`config.mk`:
```
export PLATFORM = sky130hd
export DESIGN_NAME = perceptron_bp
export DESIGN_NICKNAME = d
export VERILOG_FILES = /design/src/rtl/rv32i_types_pkg.sv /design/src/rtl/bp_types_pkg.sv /design/src/rtl/perceptron_table.sv /design/src/rtl/perceptron_dir.sv /design/src/rtl/branch_target_buffer.sv /design/src/rtl/bp_resolve.sv /design/src/rtl/perceptron_bp.sv
export VERILOG_INCLUDE_DIRS = /design/src /design/src/rtl
export SDC_FILE = /design/constraint.sdc
export NUM_CORES = 2
export LEC_CHECK = 0
export ABC_AREA = 0
export ABC_CLOCK_PERIOD_IN_PS = 45400
export BUFFER_PORTS_ARGS = -buffer_cell sky130_fd_sc_hd__buf_2
export CAP_MARGIN = 10
export CELL_PAD_IN_SITES_DETAIL_PLACEMENT = 0
export CELL_PAD_IN_SITES_GLOBAL_PLACEMENT = 1
export CORE_UTILIZATION = 60
export CTS_BUF_LIST = sky130_fd_sc_hd__clkbuf_2 sky130_fd_sc_hd__clkbuf_4 sky130_fd_sc_hd__clkbuf_8
export DETAILED_ROUTE_END_ITERATION = 6
export HOLD_SLACK_MARGIN = 0.03
export PLACE_DENSITY = 0.87
export SETUP_SLACK_MARGIN = 0.1
export SLEW_MARGIN = 15
export SYNTH_ARGS = -nofsm -noshare
export SYNTH_HDL_FRONTEND = slang
export SYNTH_SLANG_ARGS = --single-unit
```
`constraint.sdc`:
```
create_clock -name clk -period 45.4 [get_ports clk]
set_clock_uncertainty 0.2 [all_clocks]
set_input_delay 13.62 -clock clk [delete_from_list [all_inputs] [get_ports clk]]
set_output_delay 13.62 -clock clk [all_outputs]
set_load 0.01 [all_outputs]
```
`src/rtl/bp_cfg.svh`:
```
`ifndef BP_CFG_SVH
`define BP_CFG_SVH

// weight width, sums wrap at this width too
`define BP_W_BITS 8

// number of global history bits per perceptron
`define BP_HIST_LEN 12

// table rows are indexed by pc[5:2]
`define BP_INDEX_BITS 4

// train while the output magnitude is below this
`define BP_THETA 37

// btb tag is pc[31:6], the bits above the index
`define BP_BTB_TAG_BITS 26

`endif

```
`src/rtl/rv32i_types_pkg.sv`:
```
package rv32i_types_pkg;

    // one instruction address or data word
    typedef logic [31:0] rv32i_word;

    // rv32i major opcodes, bits [6:0] of the instruction
    typedef enum logic [6:0] {
        op_lui   = 7'b0110111,
        op_auipc = 7'b0010111,
        op_jal   = 7'b1101111,
        op_jalr  = 7'b1100111,
        // conditional branches, the only class the predictor trains on
        op_br    = 7'b1100011,
        op_load  = 7'b0000011,
        op_store = 7'b0100011,
        op_imm   = 7'b0010011,
        op_reg   = 7'b0110011,
        op_csr   = 7'b1110011
    } opcode_t;

endpackage : rv32i_types_pkg

```
`src/rtl/bp_types_pkg.sv`:
```
`include "bp_cfg.svh"

package bp_types_pkg;

    // one signed perceptron weight, also the dot product width
    typedef logic signed [`BP_W_BITS-1:0] weight_t;

    // history weights in [0 .. len-1], bias weight in the last slot
    typedef weight_t weight_vec_t [`BP_HIST_LEN+1];

    // global outcome history
    // bit 0 holds the newest resolved branch
    typedef logic [`BP_HIST_LEN-1:0] history_t;

    // perceptron table and btb row select, taken from pc[5:2]
    typedef logic [`BP_INDEX_BITS-1:0] pt_index_t;

endpackage : bp_types_pkg

```
`src/rtl/perceptron_table.sv`:
```
`timescale 1ns/1ns

`include "bp_cfg.svh"

module perceptron_table (
    input  logic                      clk,
    input  logic                      rst_n,
    // fetch side read port
    input  bp_types_pkg::pt_index_t   r1_index,
    output bp_types_pkg::weight_vec_t perc1_out,
    // resolve side read port, shared with the write address
    input  bp_types_pkg::pt_index_t   r2_index,
    output bp_types_pkg::weight_vec_t perc2_out,
    input  logic                      wr_en,
    input  bp_types_pkg::weight_vec_t perc2_in
);

    import bp_types_pkg::*;

    // one row per index value
    localparam int entries = 1 << `BP_INDEX_BITS;

    // weight storage, row then weight
    weight_vec_t vecs [entries];

    // both reads are plain combinational lookups
    assign perc1_out = vecs[r1_index];
    assign perc2_out = vecs[r2_index];

    // zero every weight on reset
    // otherwise write back the trained row
    always_ff @(posedge clk) begin
        if (!rst_n) begin
            for (int e = 0; e < entries; e++) begin
                for (int w = 0; w <= `BP_HIST_LEN; w++) begin
                    vecs[e][w] <= '0;
                end
            end
        end else if (wr_en) begin
            // row read on port 2 this cycle is the one replaced
            vecs[r2_index] <= perc2_in;
        end
    end

endmodule : perceptron_table

```
`src/rtl/perceptron_dir.sv`:
```
`timescale 1ns/1ns

`include "bp_cfg.svh"

module perceptron_dir (
    input  logic                     clk,
    input  logic                     rst_n,
    input  logic                     load,
    // fetch side
    input  rv32i_types_pkg::rv32i_word if_pc,
    output bp_types_pkg::weight_t    if_y_out,
    output logic                     dir_taken,
    // resolve side
    input  logic                     ex_branch,
    input  rv32i_types_pkg::rv32i_word exmem_pc,
    input  logic                     exmem_br_en,
    input  logic                     exmem_bp_br_en,
    input  bp_types_pkg::weight_t    exmem_y_out
);

    import bp_types_pkg::*;

    // magnitude limit for training on a correct prediction
    localparam logic [`BP_W_BITS-1:0] theta = `BP_THETA;

    // rows from the table
    weight_vec_t perc1_out;
    weight_vec_t perc2_out;
    // trained row going back in
    weight_vec_t perc2_in;
    // per weight terms of the dot product
    weight_vec_t terms;

    history_t ghr_q;

    weight_t acc;
    logic [`BP_W_BITS-1:0] y_mag;
    logic mispredict;
    logic pt_wr_en;
    logic ghr_wr_en;

    perceptron_table u_table (
        .clk       (clk),
        .rst_n     (rst_n),
        .r1_index  (if_pc[`BP_INDEX_BITS+1:2]),
        .perc1_out (perc1_out),
        .r2_index  (exmem_pc[`BP_INDEX_BITS+1:2]),
        .perc2_out (perc2_out),
        .wr_en     (pt_wr_en),
        .perc2_in  (perc2_in)
    );

    // dot product against the history in +1 / -1 form
    // a zero history bit uses the inverted weight, the cheap negate
    always_comb begin
        for (int i = 0; i < `BP_HIST_LEN; i++) begin
            terms[i] = ghr_q[i] ? perc1_out[i] : ~perc1_out[i];
        end
        // bias goes in unchanged
        terms[`BP_HIST_LEN] = perc1_out[`BP_HIST_LEN];
        acc = '0;
        for (int i = 0; i <= `BP_HIST_LEN; i++) begin
            acc = acc + terms[i];
        end
    end

    assign if_y_out  = acc;
    // taken only for a strictly positive sum
    assign dir_taken = (acc > weight_t'(0));

    // absolute value of the output the branch was predicted with
    // -128 comes out as 128, which is never below theta
    assign y_mag = exmem_y_out[`BP_W_BITS-1] ? (~exmem_y_out + 1'b1) : exmem_y_out;

    assign mispredict = (exmem_bp_br_en != exmem_br_en);

    // train on a wrong direction or a weak correct one
    assign pt_wr_en  = load && ex_branch && (mispredict || (y_mag < theta));
    // history moves on every resolved branch
    assign ghr_wr_en = load && ex_branch;

    // step each weight toward agreement with the outcome
    // uses the history the branch was resolved against, wraps at the width
    always_comb begin
        for (int i = 0; i < `BP_HIST_LEN; i++) begin
            if (exmem_br_en == ghr_q[i]) begin
                perc2_in[i] = perc2_out[i] + weight_t'(1);
            end else begin
                perc2_in[i] = perc2_out[i] - weight_t'(1);
            end
        end
        if (exmem_br_en) begin
            perc2_in[`BP_HIST_LEN] = perc2_out[`BP_HIST_LEN] + weight_t'(1);
        end else begin
            perc2_in[`BP_HIST_LEN] = perc2_out[`BP_HIST_LEN] - weight_t'(1);
        end
    end

    // global history register, newest outcome into bit 0
    always_ff @(posedge clk) begin
        if (!rst_n) begin
            ghr_q <= '0;
        end else if (ghr_wr_en) begin
            ghr_q <= {ghr_q[`BP_HIST_LEN-2:0], exmem_br_en};
        end
    end

endmodule : perceptron_dir

```
`src/rtl/branch_target_buffer.sv`:
```
`timescale 1ns/1ns

`include "bp_cfg.svh"

module branch_target_buffer (
    input  logic                       clk,
    input  logic                       rst_n,
    // lookup port
    input  rv32i_types_pkg::rv32i_word r_pc,
    output rv32i_types_pkg::rv32i_word btb_target,
    output logic                       btb_hit,
    // update port
    input  logic                       load,
    input  logic                       ex_branch,
    input  rv32i_types_pkg::rv32i_word w_pc,
    input  rv32i_types_pkg::rv32i_word target_in
);

    import rv32i_types_pkg::*;

    localparam int entries = 1 << `BP_INDEX_BITS;
    // lowest pc bit that is part of the tag
    localparam int tag_lsb = `BP_INDEX_BITS + 2;

    // per entry tag, target and valid
    logic [`BP_BTB_TAG_BITS-1:0] tag_q [entries];
    rv32i_word                   target_q [entries];
    logic [entries-1:0]          valid_q;

    logic [`BP_INDEX_BITS-1:0]   r_index;
    logic [`BP_INDEX_BITS-1:0]   w_index;
    logic [`BP_BTB_TAG_BITS-1:0] r_tag;
    logic [`BP_BTB_TAG_BITS-1:0] w_tag;
    logic                        wr_en;

    // split the pcs into row select and tag
    assign r_index = r_pc[tag_lsb-1:2];
    assign r_tag   = r_pc[31:tag_lsb];
    assign w_index = w_pc[tag_lsb-1:2];
    assign w_tag   = w_pc[31:tag_lsb];

    // lookup and compare
    assign btb_target = target_q[r_index];
    assign btb_hit    = valid_q[r_index] && (tag_q[r_index] == r_tag);

    // every resolved branch refreshes its row, taken or not
    assign wr_en = load && ex_branch;

    // valid bits are the only state reset clears
    always_ff @(posedge clk) begin
        if (!rst_n) begin
            valid_q <= '0;
        end else if (wr_en) begin
            valid_q[w_index] <= 1'b1;
        end
    end

    // tag and target rows
    always_ff @(posedge clk) begin
        if (wr_en) begin
            tag_q[w_index]    <= w_tag;
            target_q[w_index] <= target_in;
        end
    end

endmodule : branch_target_buffer

```
`src/rtl/bp_resolve.sv`:
```
`timescale 1ns/1ns

module bp_resolve (
    // fetch side
    input  rv32i_types_pkg::rv32i_word if_pc,
    input  logic                       dir_taken,
    input  logic                       btb_hit,
    input  rv32i_types_pkg::rv32i_word btb_target,
    output rv32i_types_pkg::rv32i_word if_bp_target,
    // resolve side
    input  rv32i_types_pkg::opcode_t   exmem_opcode,
    input  logic                       exmem_br_en,
    input  logic                       exmem_bp_br_en,
    input  rv32i_types_pkg::rv32i_word exmem_alu_out,
    input  rv32i_types_pkg::rv32i_word exmem_bp_target,
    output logic                       ex_branch,
    output logic                       bp_rst
);

    import rv32i_types_pkg::*;

    logic dir_wrong;
    logic target_wrong;

    // next fetch address
    // btb target only for a predicted taken branch that hits
    assign if_bp_target = (dir_taken && btb_hit) ? btb_target : if_pc + 32'd4;

    // single opcode decode, feeds both updaters and the redirect
    assign ex_branch = (exmem_opcode == op_br);

    // direction disagreed with the resolved outcome
    assign dir_wrong = (exmem_bp_br_en != exmem_br_en);

    // both taken but fetch went somewhere else
    assign target_wrong = exmem_bp_br_en && exmem_br_en && (exmem_alu_out != exmem_bp_target);

    // flush the younger stages on either kind of miss
    assign bp_rst = ex_branch && (dir_wrong || target_wrong);

endmodule : bp_resolve

```
`src/rtl/perceptron_bp.sv`:
```
`timescale 1ns/1ns

module perceptron_bp (
    input  logic                       clk,
    input  logic                       rst_n,
    input  logic                       load,
    // IF stage
    input  rv32i_types_pkg::rv32i_word if_pc,
    output logic                       if_bp_br_en,
    output bp_types_pkg::weight_t      if_y_out,
    output rv32i_types_pkg::rv32i_word if_bp_target,
    output logic                       btb_hit,
    output logic                       bp_rst,
    // EX/MEM stage
    input  rv32i_types_pkg::rv32i_word exmem_pc,
    input  logic                       exmem_br_en,
    input  rv32i_types_pkg::opcode_t   exmem_opcode,
    input  rv32i_types_pkg::rv32i_word exmem_alu_out,
    input  logic                       exmem_bp_br_en,
    input  bp_types_pkg::weight_t      exmem_y_out,
    input  rv32i_types_pkg::rv32i_word exmem_bp_target
);

    import rv32i_types_pkg::*;

    // btb lookup result into the target select
    rv32i_word btb_target;
    // decoded branch from the resolve stage
    logic      ex_branch;

    // direction predictor, taken decision goes straight out
    perceptron_dir u_dir (
        .clk            (clk),
        .rst_n          (rst_n),
        .load           (load),
        .if_pc          (if_pc),
        .if_y_out       (if_y_out),
        .dir_taken      (if_bp_br_en),
        .ex_branch      (ex_branch),
        .exmem_pc       (exmem_pc),
        .exmem_br_en    (exmem_br_en),
        .exmem_bp_br_en (exmem_bp_br_en),
        .exmem_y_out    (exmem_y_out)
    );

    // target store, learns the resolved alu target
    branch_target_buffer u_btb (
        .clk        (clk),
        .rst_n      (rst_n),
        .r_pc       (if_pc),
        .btb_target (btb_target),
        .btb_hit    (btb_hit),
        .load       (load),
        .ex_branch  (ex_branch),
        .w_pc       (exmem_pc),
        .target_in  (exmem_alu_out)
    );

    // next pc select and redirect
    bp_resolve u_resolve (
        .if_pc           (if_pc),
        .dir_taken       (if_bp_br_en),
        .btb_hit         (btb_hit),
        .btb_target      (btb_target),
        .if_bp_target    (if_bp_target),
        .exmem_opcode    (exmem_opcode),
        .exmem_br_en     (exmem_br_en),
        .exmem_bp_br_en  (exmem_bp_br_en),
        .exmem_alu_out   (exmem_alu_out),
        .exmem_bp_target (exmem_bp_target),
        .ex_branch       (ex_branch),
        .bp_rst          (bp_rst)
    );

endmodule : perceptron_bp

```
# ---- After elaboration in Yosys (flattened, before gate mapping)
# Memory sizes are Yosys's and may differ from the RTL's.
# Index checks and enable logic that the tools add are counted.
# W data, S select, Z words.
dict set report word_totals {
  ff_bits 28
  latch_bits 0
  mem_bits_rw 2592
  romBits 0
  input_bits 148
  out_inout_bits 43
  elab_cells 131
  n_memories 3
}
# name words word_bits read_ports rd_clocked_by_memory_dff write_ports line
set memory_table {}
lappend memory_table {u_dir.u_table.vecs 16 104 2 0 16 perceptron_table.sv:24} ;# weight_vec_t vecs [entries];
lappend memory_table {u_btb.target_q 16 32 1 0 1 branch_target_buffer.sv:27} ;# rv32i_word target_q [entries];
lappend memory_table {u_btb.tag_q 16 26 1 0 1 branch_target_buffer.sv:26} ;# logic [`BP_BTB_TAG_BITS-1:0] tag_q [entries];
dict set report op_classes {
  addsub 40
  n_mul 0
  n_div 0
  order_cmp 5
  n_eq_ne 16
  shift 0
  mux 40
  n_bitwise 14
  reduce_logical 11
}
# cell n
set ops {}
lappend ops {{$mux W8} 26}
lappend ops {{$add A8 B2 Y8 const B} 13}
lappend ops {{$mux W104} 1}
lappend ops {{$not A8 Y8} 13}
lappend ops {{$reduce_or A104 Y1} 1}
lappend ops {{$sub A8 B2 Y8 const B} 13}
lappend ops {{$add A8 B8 Y8} 12}
lappend ops {{$add A32 B3 Y32 const B} 1}
lappend ops {{$mux W32} 1}
lappend ops {{$ne A32 B32 Y1} 1}
lappend ops {{$eq A26 B26 Y1} 1}
lappend ops {{$or A16 B16 Y16} 1}
lappend ops {{$eq A1 B1 Y1} 12}
lappend ops {{$lt A4 B5 Y1 const B} 2}
lappend ops {{$mux W1} 9}
lappend ops {{$add A8 B1 Y8 const B} 1}
lappend ops {{$gt A8 B1 Y1 const B} 1}
lappend ops {{$logic_and A1 B1 Y1} 8}
lappend ops {{$lt A8 B6 Y1 const B} 1}
lappend ops {{$eq A7 B7 Y1 const B} 1}
lappend ops {{$bmux W1 S4} 1}
lappend ops {{$demux W1 S4} 1}
lappend ops {{$ge A4 B1 Y1 const B} 1}
lappend ops {{$mux W4} 1}
lappend ops {{2 further kinds} 3}

# ---- Longest topological paths before layout
# An unclocked memory read counts as a cell.
dict set report logic_depth {
  word_depth 18
  mapped_depth 37
  depth_no_buf 23
}

# ---- Hierarchy
# Synthesis repeated with hierarchy kept, for this count alone.
dict set report unflattened {
  cells_unflattened 7908
  hier_area_um2 130566.5
}
# mod instances cells_per_inst area_per_inst_um2 seq_area_each_um2
set modules_own_cells {}
lappend modules_own_cells {perceptron_table 1 5393 86090.1 49967.9}
lappend modules_own_cells {branch_target_buffer 1 1562 36492.5 28187.0}
lappend modules_own_cells {perceptron_dir 1 760 6711.4 240.2}
lappend modules_own_cells {bp_resolve 1 193 1272.5 0.0}

# ---- Worst setup path after synthesis
# OpenSTA, ideal clock, no wires.
dict set report synth_timing {
  path_type {input -> output}
  from {in if_pc[2]}
  to {out if_bp_target[10]}
  arrival_ns 21.953
  required_time_ns 31.580
  setup_slack_ns 9.627
  cell_stages 36
  n_path_buf 14
  path_cell_list {buf_6 -> buf_12 -> buf_12 -> buf_12 -> buf_12 -> buf_6 -> buf_6 -> buf_6 -> buf_4 -> buf_2 -> buf_2 -> buf_2 -> mux4_2 -> mux4_2 -> xnor2_1 -> fa_1 -> inv_1 -> fa_1 -> inv_1 -> fa_1 -> fa_1 -> inv_1 -> fa_1 -> inv_1 -> ha_1 -> a21o_1 -> a21oi_1 -> o21bai_1 -> a21oi_1 -> xnor3_2 -> xnor3_1 -> o41a_2 -> and2_4 -> buf_6 -> buf_12 -> mux2_4}
}
dict set report synth_via {
  elab_chain_len 18
  elab_cells_between_ends 47
  classes_between {add/sub (13); order compare (1); eq/ne (1); mux (15); bitwise (12); reduce/logical (2); memory (3)}
}
# element line
set synth_lines {}
lappend synth_lines {{from (decl)} perceptron_bp.sv:8} ;# input rv32i_types_pkg::rv32i_word if_pc,
lappend synth_lines {{$mem_v2 Z16 W104 (*)} -}
lappend synth_lines {{$not A8 Y8} perceptron_dir.sv:57} ;# terms[i] = ghr_q[i] ? perc1_out[i] : ~perc1_out[i];
lappend synth_lines {{$mux W8} perceptron_dir.sv:57}
lappend synth_lines {{$add A8 B8 Y8 (11 in series)} perceptron_dir.sv:63} ;# acc = acc + terms[i];
lappend synth_lines {{$add A8 B8 Y8 (*)} perceptron_dir.sv:63}
lappend synth_lines {{$gt A8 B1 Y1 (*)} perceptron_dir.sv:69} ;# assign dir_taken = (acc > weight_t'(0));
lappend synth_lines {{via if_bp_br_en} perceptron_bp.sv:9} ;# output logic if_bp_br_en,
lappend synth_lines {{$logic_and A1 B1 Y1 (*)} bp_resolve.sv:27} ;# assign if_bp_target = (dir_taken && btb_hit) ? btb_target : if_pc + 32'd4;
lappend synth_lines {{$mux W32 (*)} bp_resolve.sv:27}
lappend synth_lines {{to (decl)} perceptron_bp.sv:11} ;# output rv32i_types_pkg::rv32i_word if_bp_target,
# The timed path passes the listed nets; every way through them passes the cells marked *. The select of a mux whose other input is x is not followed.

# ---- Worst setup path in the final report
dict set report layout_timing {
  from {in if_pc[3]}
  to {out if_bp_target[0]}
}
dict set report layout_via {
  elab_chain_len 18
  elab_cells_between_ends 46
  classes_between {add/sub (12); order compare (1); eq/ne (1); mux (15); bitwise (12); reduce/logical (2); memory (3)}
}
# element line
set layout_lines {}
lappend layout_lines {{$mem_v2 Z16 W104} -}
lappend layout_lines {{$not A8 Y8} perceptron_dir.sv:57}
lappend layout_lines {{$mux W8} perceptron_dir.sv:57}
lappend layout_lines {{$add A8 B8 Y8 (12 in series)} perceptron_dir.sv:63}
lappend layout_lines {{$gt A8 B1 Y1} perceptron_dir.sv:69}
lappend layout_lines {{$logic_and A1 B1 Y1} bp_resolve.sv:27}
lappend layout_lines {{$mux W32 (*)} bp_resolve.sv:27}
# Every way passes the cells marked *; elsewhere a longest branch is shown, timed or not. The select of a mux whose other input is x is not followed.

==> flow_summary.toml <==
[critical_path]
rr_endpoint = "u_dir.u_table.vecs[12][38]$_SDFFCE_PN0P_"
r2r_cells = 10
worstSetupPathType = "in -> out"
crit_buf_inv = 7
cp_max_fo = 79
crit_path_start = "if_pc[3]"
crit_path_end = "if_bp_target[0]"
crit_path_frequent_cell = "fa_1"
cp.arrival_ns = 23.72
critPathLaunchType = "input pin"
critPathSlowestCell = "buf_4"
path_depth = 25
critical-path-top-delay-family = "adder cells"
r2r_start = "u_dir.u_table.vecs[7][32]$_SDFFCE_PN0P_"
endpoint_kind = "output pin"
slowest_delay_ns = 0.86
r2r_slack_ns = 40.61
required_ns = 31.58

[die]
die_w_um = 463
core_um2 = 210000
initial_core_util = 0.606
row_count = 168
fp.dieH_um = 463
die-area_um2 = 214000
io_pins = 191

[drt]
wl_per_cell_um = 35.2
wl_um = 379000
drtIter0Drc = 11700
routed_via_density = 7.15
first_pass_iters = 6
vias = 76900
drc = 0
drtAntennaViolNets = 0

[clocking]
cts-htree-levels = 5
cts.sinks = 2620
cts_setup_buffers = 0
clk_latency_ns = 1.14
path_clk_slew_ns = 0.06
numCtsBuffers = 430
clk_path_buf_depth = 4
ctsHoldBuffers = 0
cts_tree = "yes"
root_buffer = "clkbuf_8"
cts_resized = 0

[finish]
fin_nets = 7951
stdcell_area_um2 = 140000
drive_above_1_share = 0.309
final_cell_mix = "2592 x edfxtp_1, 1311 x nor2_1, 1257 x mux4_2"
area_growth_pct = 9.61
layout_commonest_cell = "edfxtp_1"
fillers = 13900
stdcell_count = 10800

[outcome]
status = "completed"

[synth]
ys.flop_type = "edfxtp_1"
syn_inst = 7477
syn_nets = 7798
yosys_warnings = 0
ys_ff_latch = 2620
seq_area_frac_synth = 0.615
syn_avg_cell_area_um2 = 17.0
synth-edff-count = 2592
synth_cell_types = 73
synth_async_sr_flop_share = 0
syn_area_um2 = 127000

[sta]
fin_crit_sh = 0.827
tns_ns = 0
rsz0062_at_grt = "false"
min_period_ns = 37.54
hold_viol = 0
fmax_mhz = 26.6
slew_headroom = 0.0910
finalMaxSlewViolations = 0
worst_pin_slew_ns = 1.36
setup_viol = 0
fin_ws_ns = 7.86

[placed_design]
preCtsSetupSlack_ns = 8.03
dp_hpwl_um = 208000
placed_cells = 10000
place_area_um2 = 131000
numPortBuffers = 188
gp_congestion = 0.887

[job]
drv_cap = 0

[global_route]
grt_use_total = 0.355
first_global_vias = 77200
grt_max_degree = 138
antenna_found_initial = 12
grt-ovfl-total = 0
grt_pass1_wl_um = 538000

[power]
finalPower_mw = 6.53
p_leak_nw = 48.6
powerDensity_nw_per_um2 = 46.7
vdd_drop_max_mv = 0.240

[min_path]
min_path_type = "reg -> reg"
[sequential cells by signal, indices dropped and copies added (netlist names)]
register	cells
u_btb.valid_q	16
u_btb.tag_q	416
u_dir.u_table.vecs	1664
u_dir.ghr_q	12
u_btb.target_q	512
[cell families after synthesis]
kind of cell / Yosys count / synth area share
compound gates: 298 / 0.0156
xor+xnor: 290 / 0.0208
fa+ha+maj: 173 / 0.0218
buf+inv: 780 / 0.0262
flops: 2620 / 0.615
mux: 1366 / 0.235
simple gates: 1950 / 0.0656
[metrics by stage]
stage                     hold slack [ns]   util
after floorplan                     0.235      -
after global placement              0.241  0.624
after detailed placement            0.256  0.624
after CTS                           0.269  0.663
after global routing                0.278  0.664
final                               0.266  0.664
[cell type report]
type	count	area, um^2	share of cell area
inverters	124	473	0.00339
well taps	2805	3510	0.0251
clock inverters	184	1130	0.00807
multi-input cells	4077	46500	0.333
diodes	9	22.5	0.000161
flip-flops and latches	2620	78400	0.561
repair buffers	377	2620	0.0188
clock buffers	572	7030	0.0503
[Yosys cell counts (4+ instances only)]
master,count,area [um^2]
a2111oi_0,8,70.1
a21boi_0,25,188
a21o_1,15,113
a21oi_1,78,390
a221oi_1,4,35.0
a221oi_2,4,60.1
a22o_1,17,149
a22oi_1,30,225
and2_1,195,1220
and3_1,17,106
buf_1,59,221
buf_12,7,140
buf_2,70,350
buf_4,12,90.1
buf_6,15,169
clkbuf_1,483,1810
dfxtp_1,28,561
edfxtp_1,2592,77800
fa_1,82,1640
ha_1,91,1140
inv_1,123,462
mux2_2,4,45.0
mux2_4,29,435
mux2i_1,53,531
mux4_1,22,578
mux4_2,1257,28300
nand2_1,101,379
nand2b_1,5,31.3
nand3_1,14,70.1
nand4_1,17,106
nor2_1,1324,4970
nor2b_1,10,62.6
nor3_1,234,1170
nor4_1,8,50.1
o21a_1,29,218
o21ai_0,50,250
o21bai_1,13,97.6
o22ai_1,6,37.5
or2_2,12,75.1
xnor2_1,153,1340
xnor3_1,6,135
xor2_1,129,1130
[routing by layer]
| metal | wire (um) | track usage | vias up |
|---|---|---|---|
| met5 | 111 | 0 | - |
| met4 | 20700 | 0.173 | 14 |
| met3 | 50100 | 0.0908 | 1235 |
| met2 | 183000 | 0.567 | 6348 |
| met1 | 125000 | 0.456 | 39500 |
| li1 | - | - | 29800 |
[how the worst min path moves through the flow]
stage	from	endpoint	slack [ns]	cells past startpoint
6_report	u_btb.valid_q[11]$_SDFFE_PN0P_	u_btb.valid_q[11]$_SDFFE_PN0P_	0.27	1
5_1_grt	u_btb.valid_q[7]$_SDFFE_PN0P_	u_btb.valid_q[7]$_SDFFE_PN0P_	0.28	1
4_1_cts	u_btb.valid_q[7]$_SDFFE_PN0P_	u_btb.valid_q[7]$_SDFFE_PN0P_	0.27	1
3_5_place_dp	u_btb.valid_q[7]$_SDFFE_PN0P_	u_btb.valid_q[7]$_SDFFE_PN0P_	0.26	1
3_3_place_gp	u_btb.valid_q[11]$_SDFFE_PN0P_	u_btb.valid_q[11]$_SDFFE_PN0P_	0.24	1
2_1_floorplan	u_btb.valid_q[10]$_SDFFE_PN0P_	u_btb.valid_q[10]$_SDFFE_PN0P_	0.24	1
[worst reg2reg max path, stage by stage, from the launching register on]
cell and delay [ns]:
edfxtp_1 0.40, mux4_2 0.50, a22oi_1 0.26, nand2_1 0.42
fa_1 0.64, a21o_1 0.24, a21oi_1 0.45, o21bai_1 0.13
a21oi_1 0.26, xor2_1 0.91, nor2_1 0.10
[power breakdown]
| group | switching (mW) | internal (mW) | total [mW] |
|---|---|---|---|
| Clock | 0.946 | 1.07 | 2.01 |
| Sequential | 0.0248 | 2.71 | 2.73 |
| Combinational | 1.22 | 0.559 | 1.78 |
| Total | 2.19 | 4.33 | 6.53 |
Power figures use the tool's default switching activity.
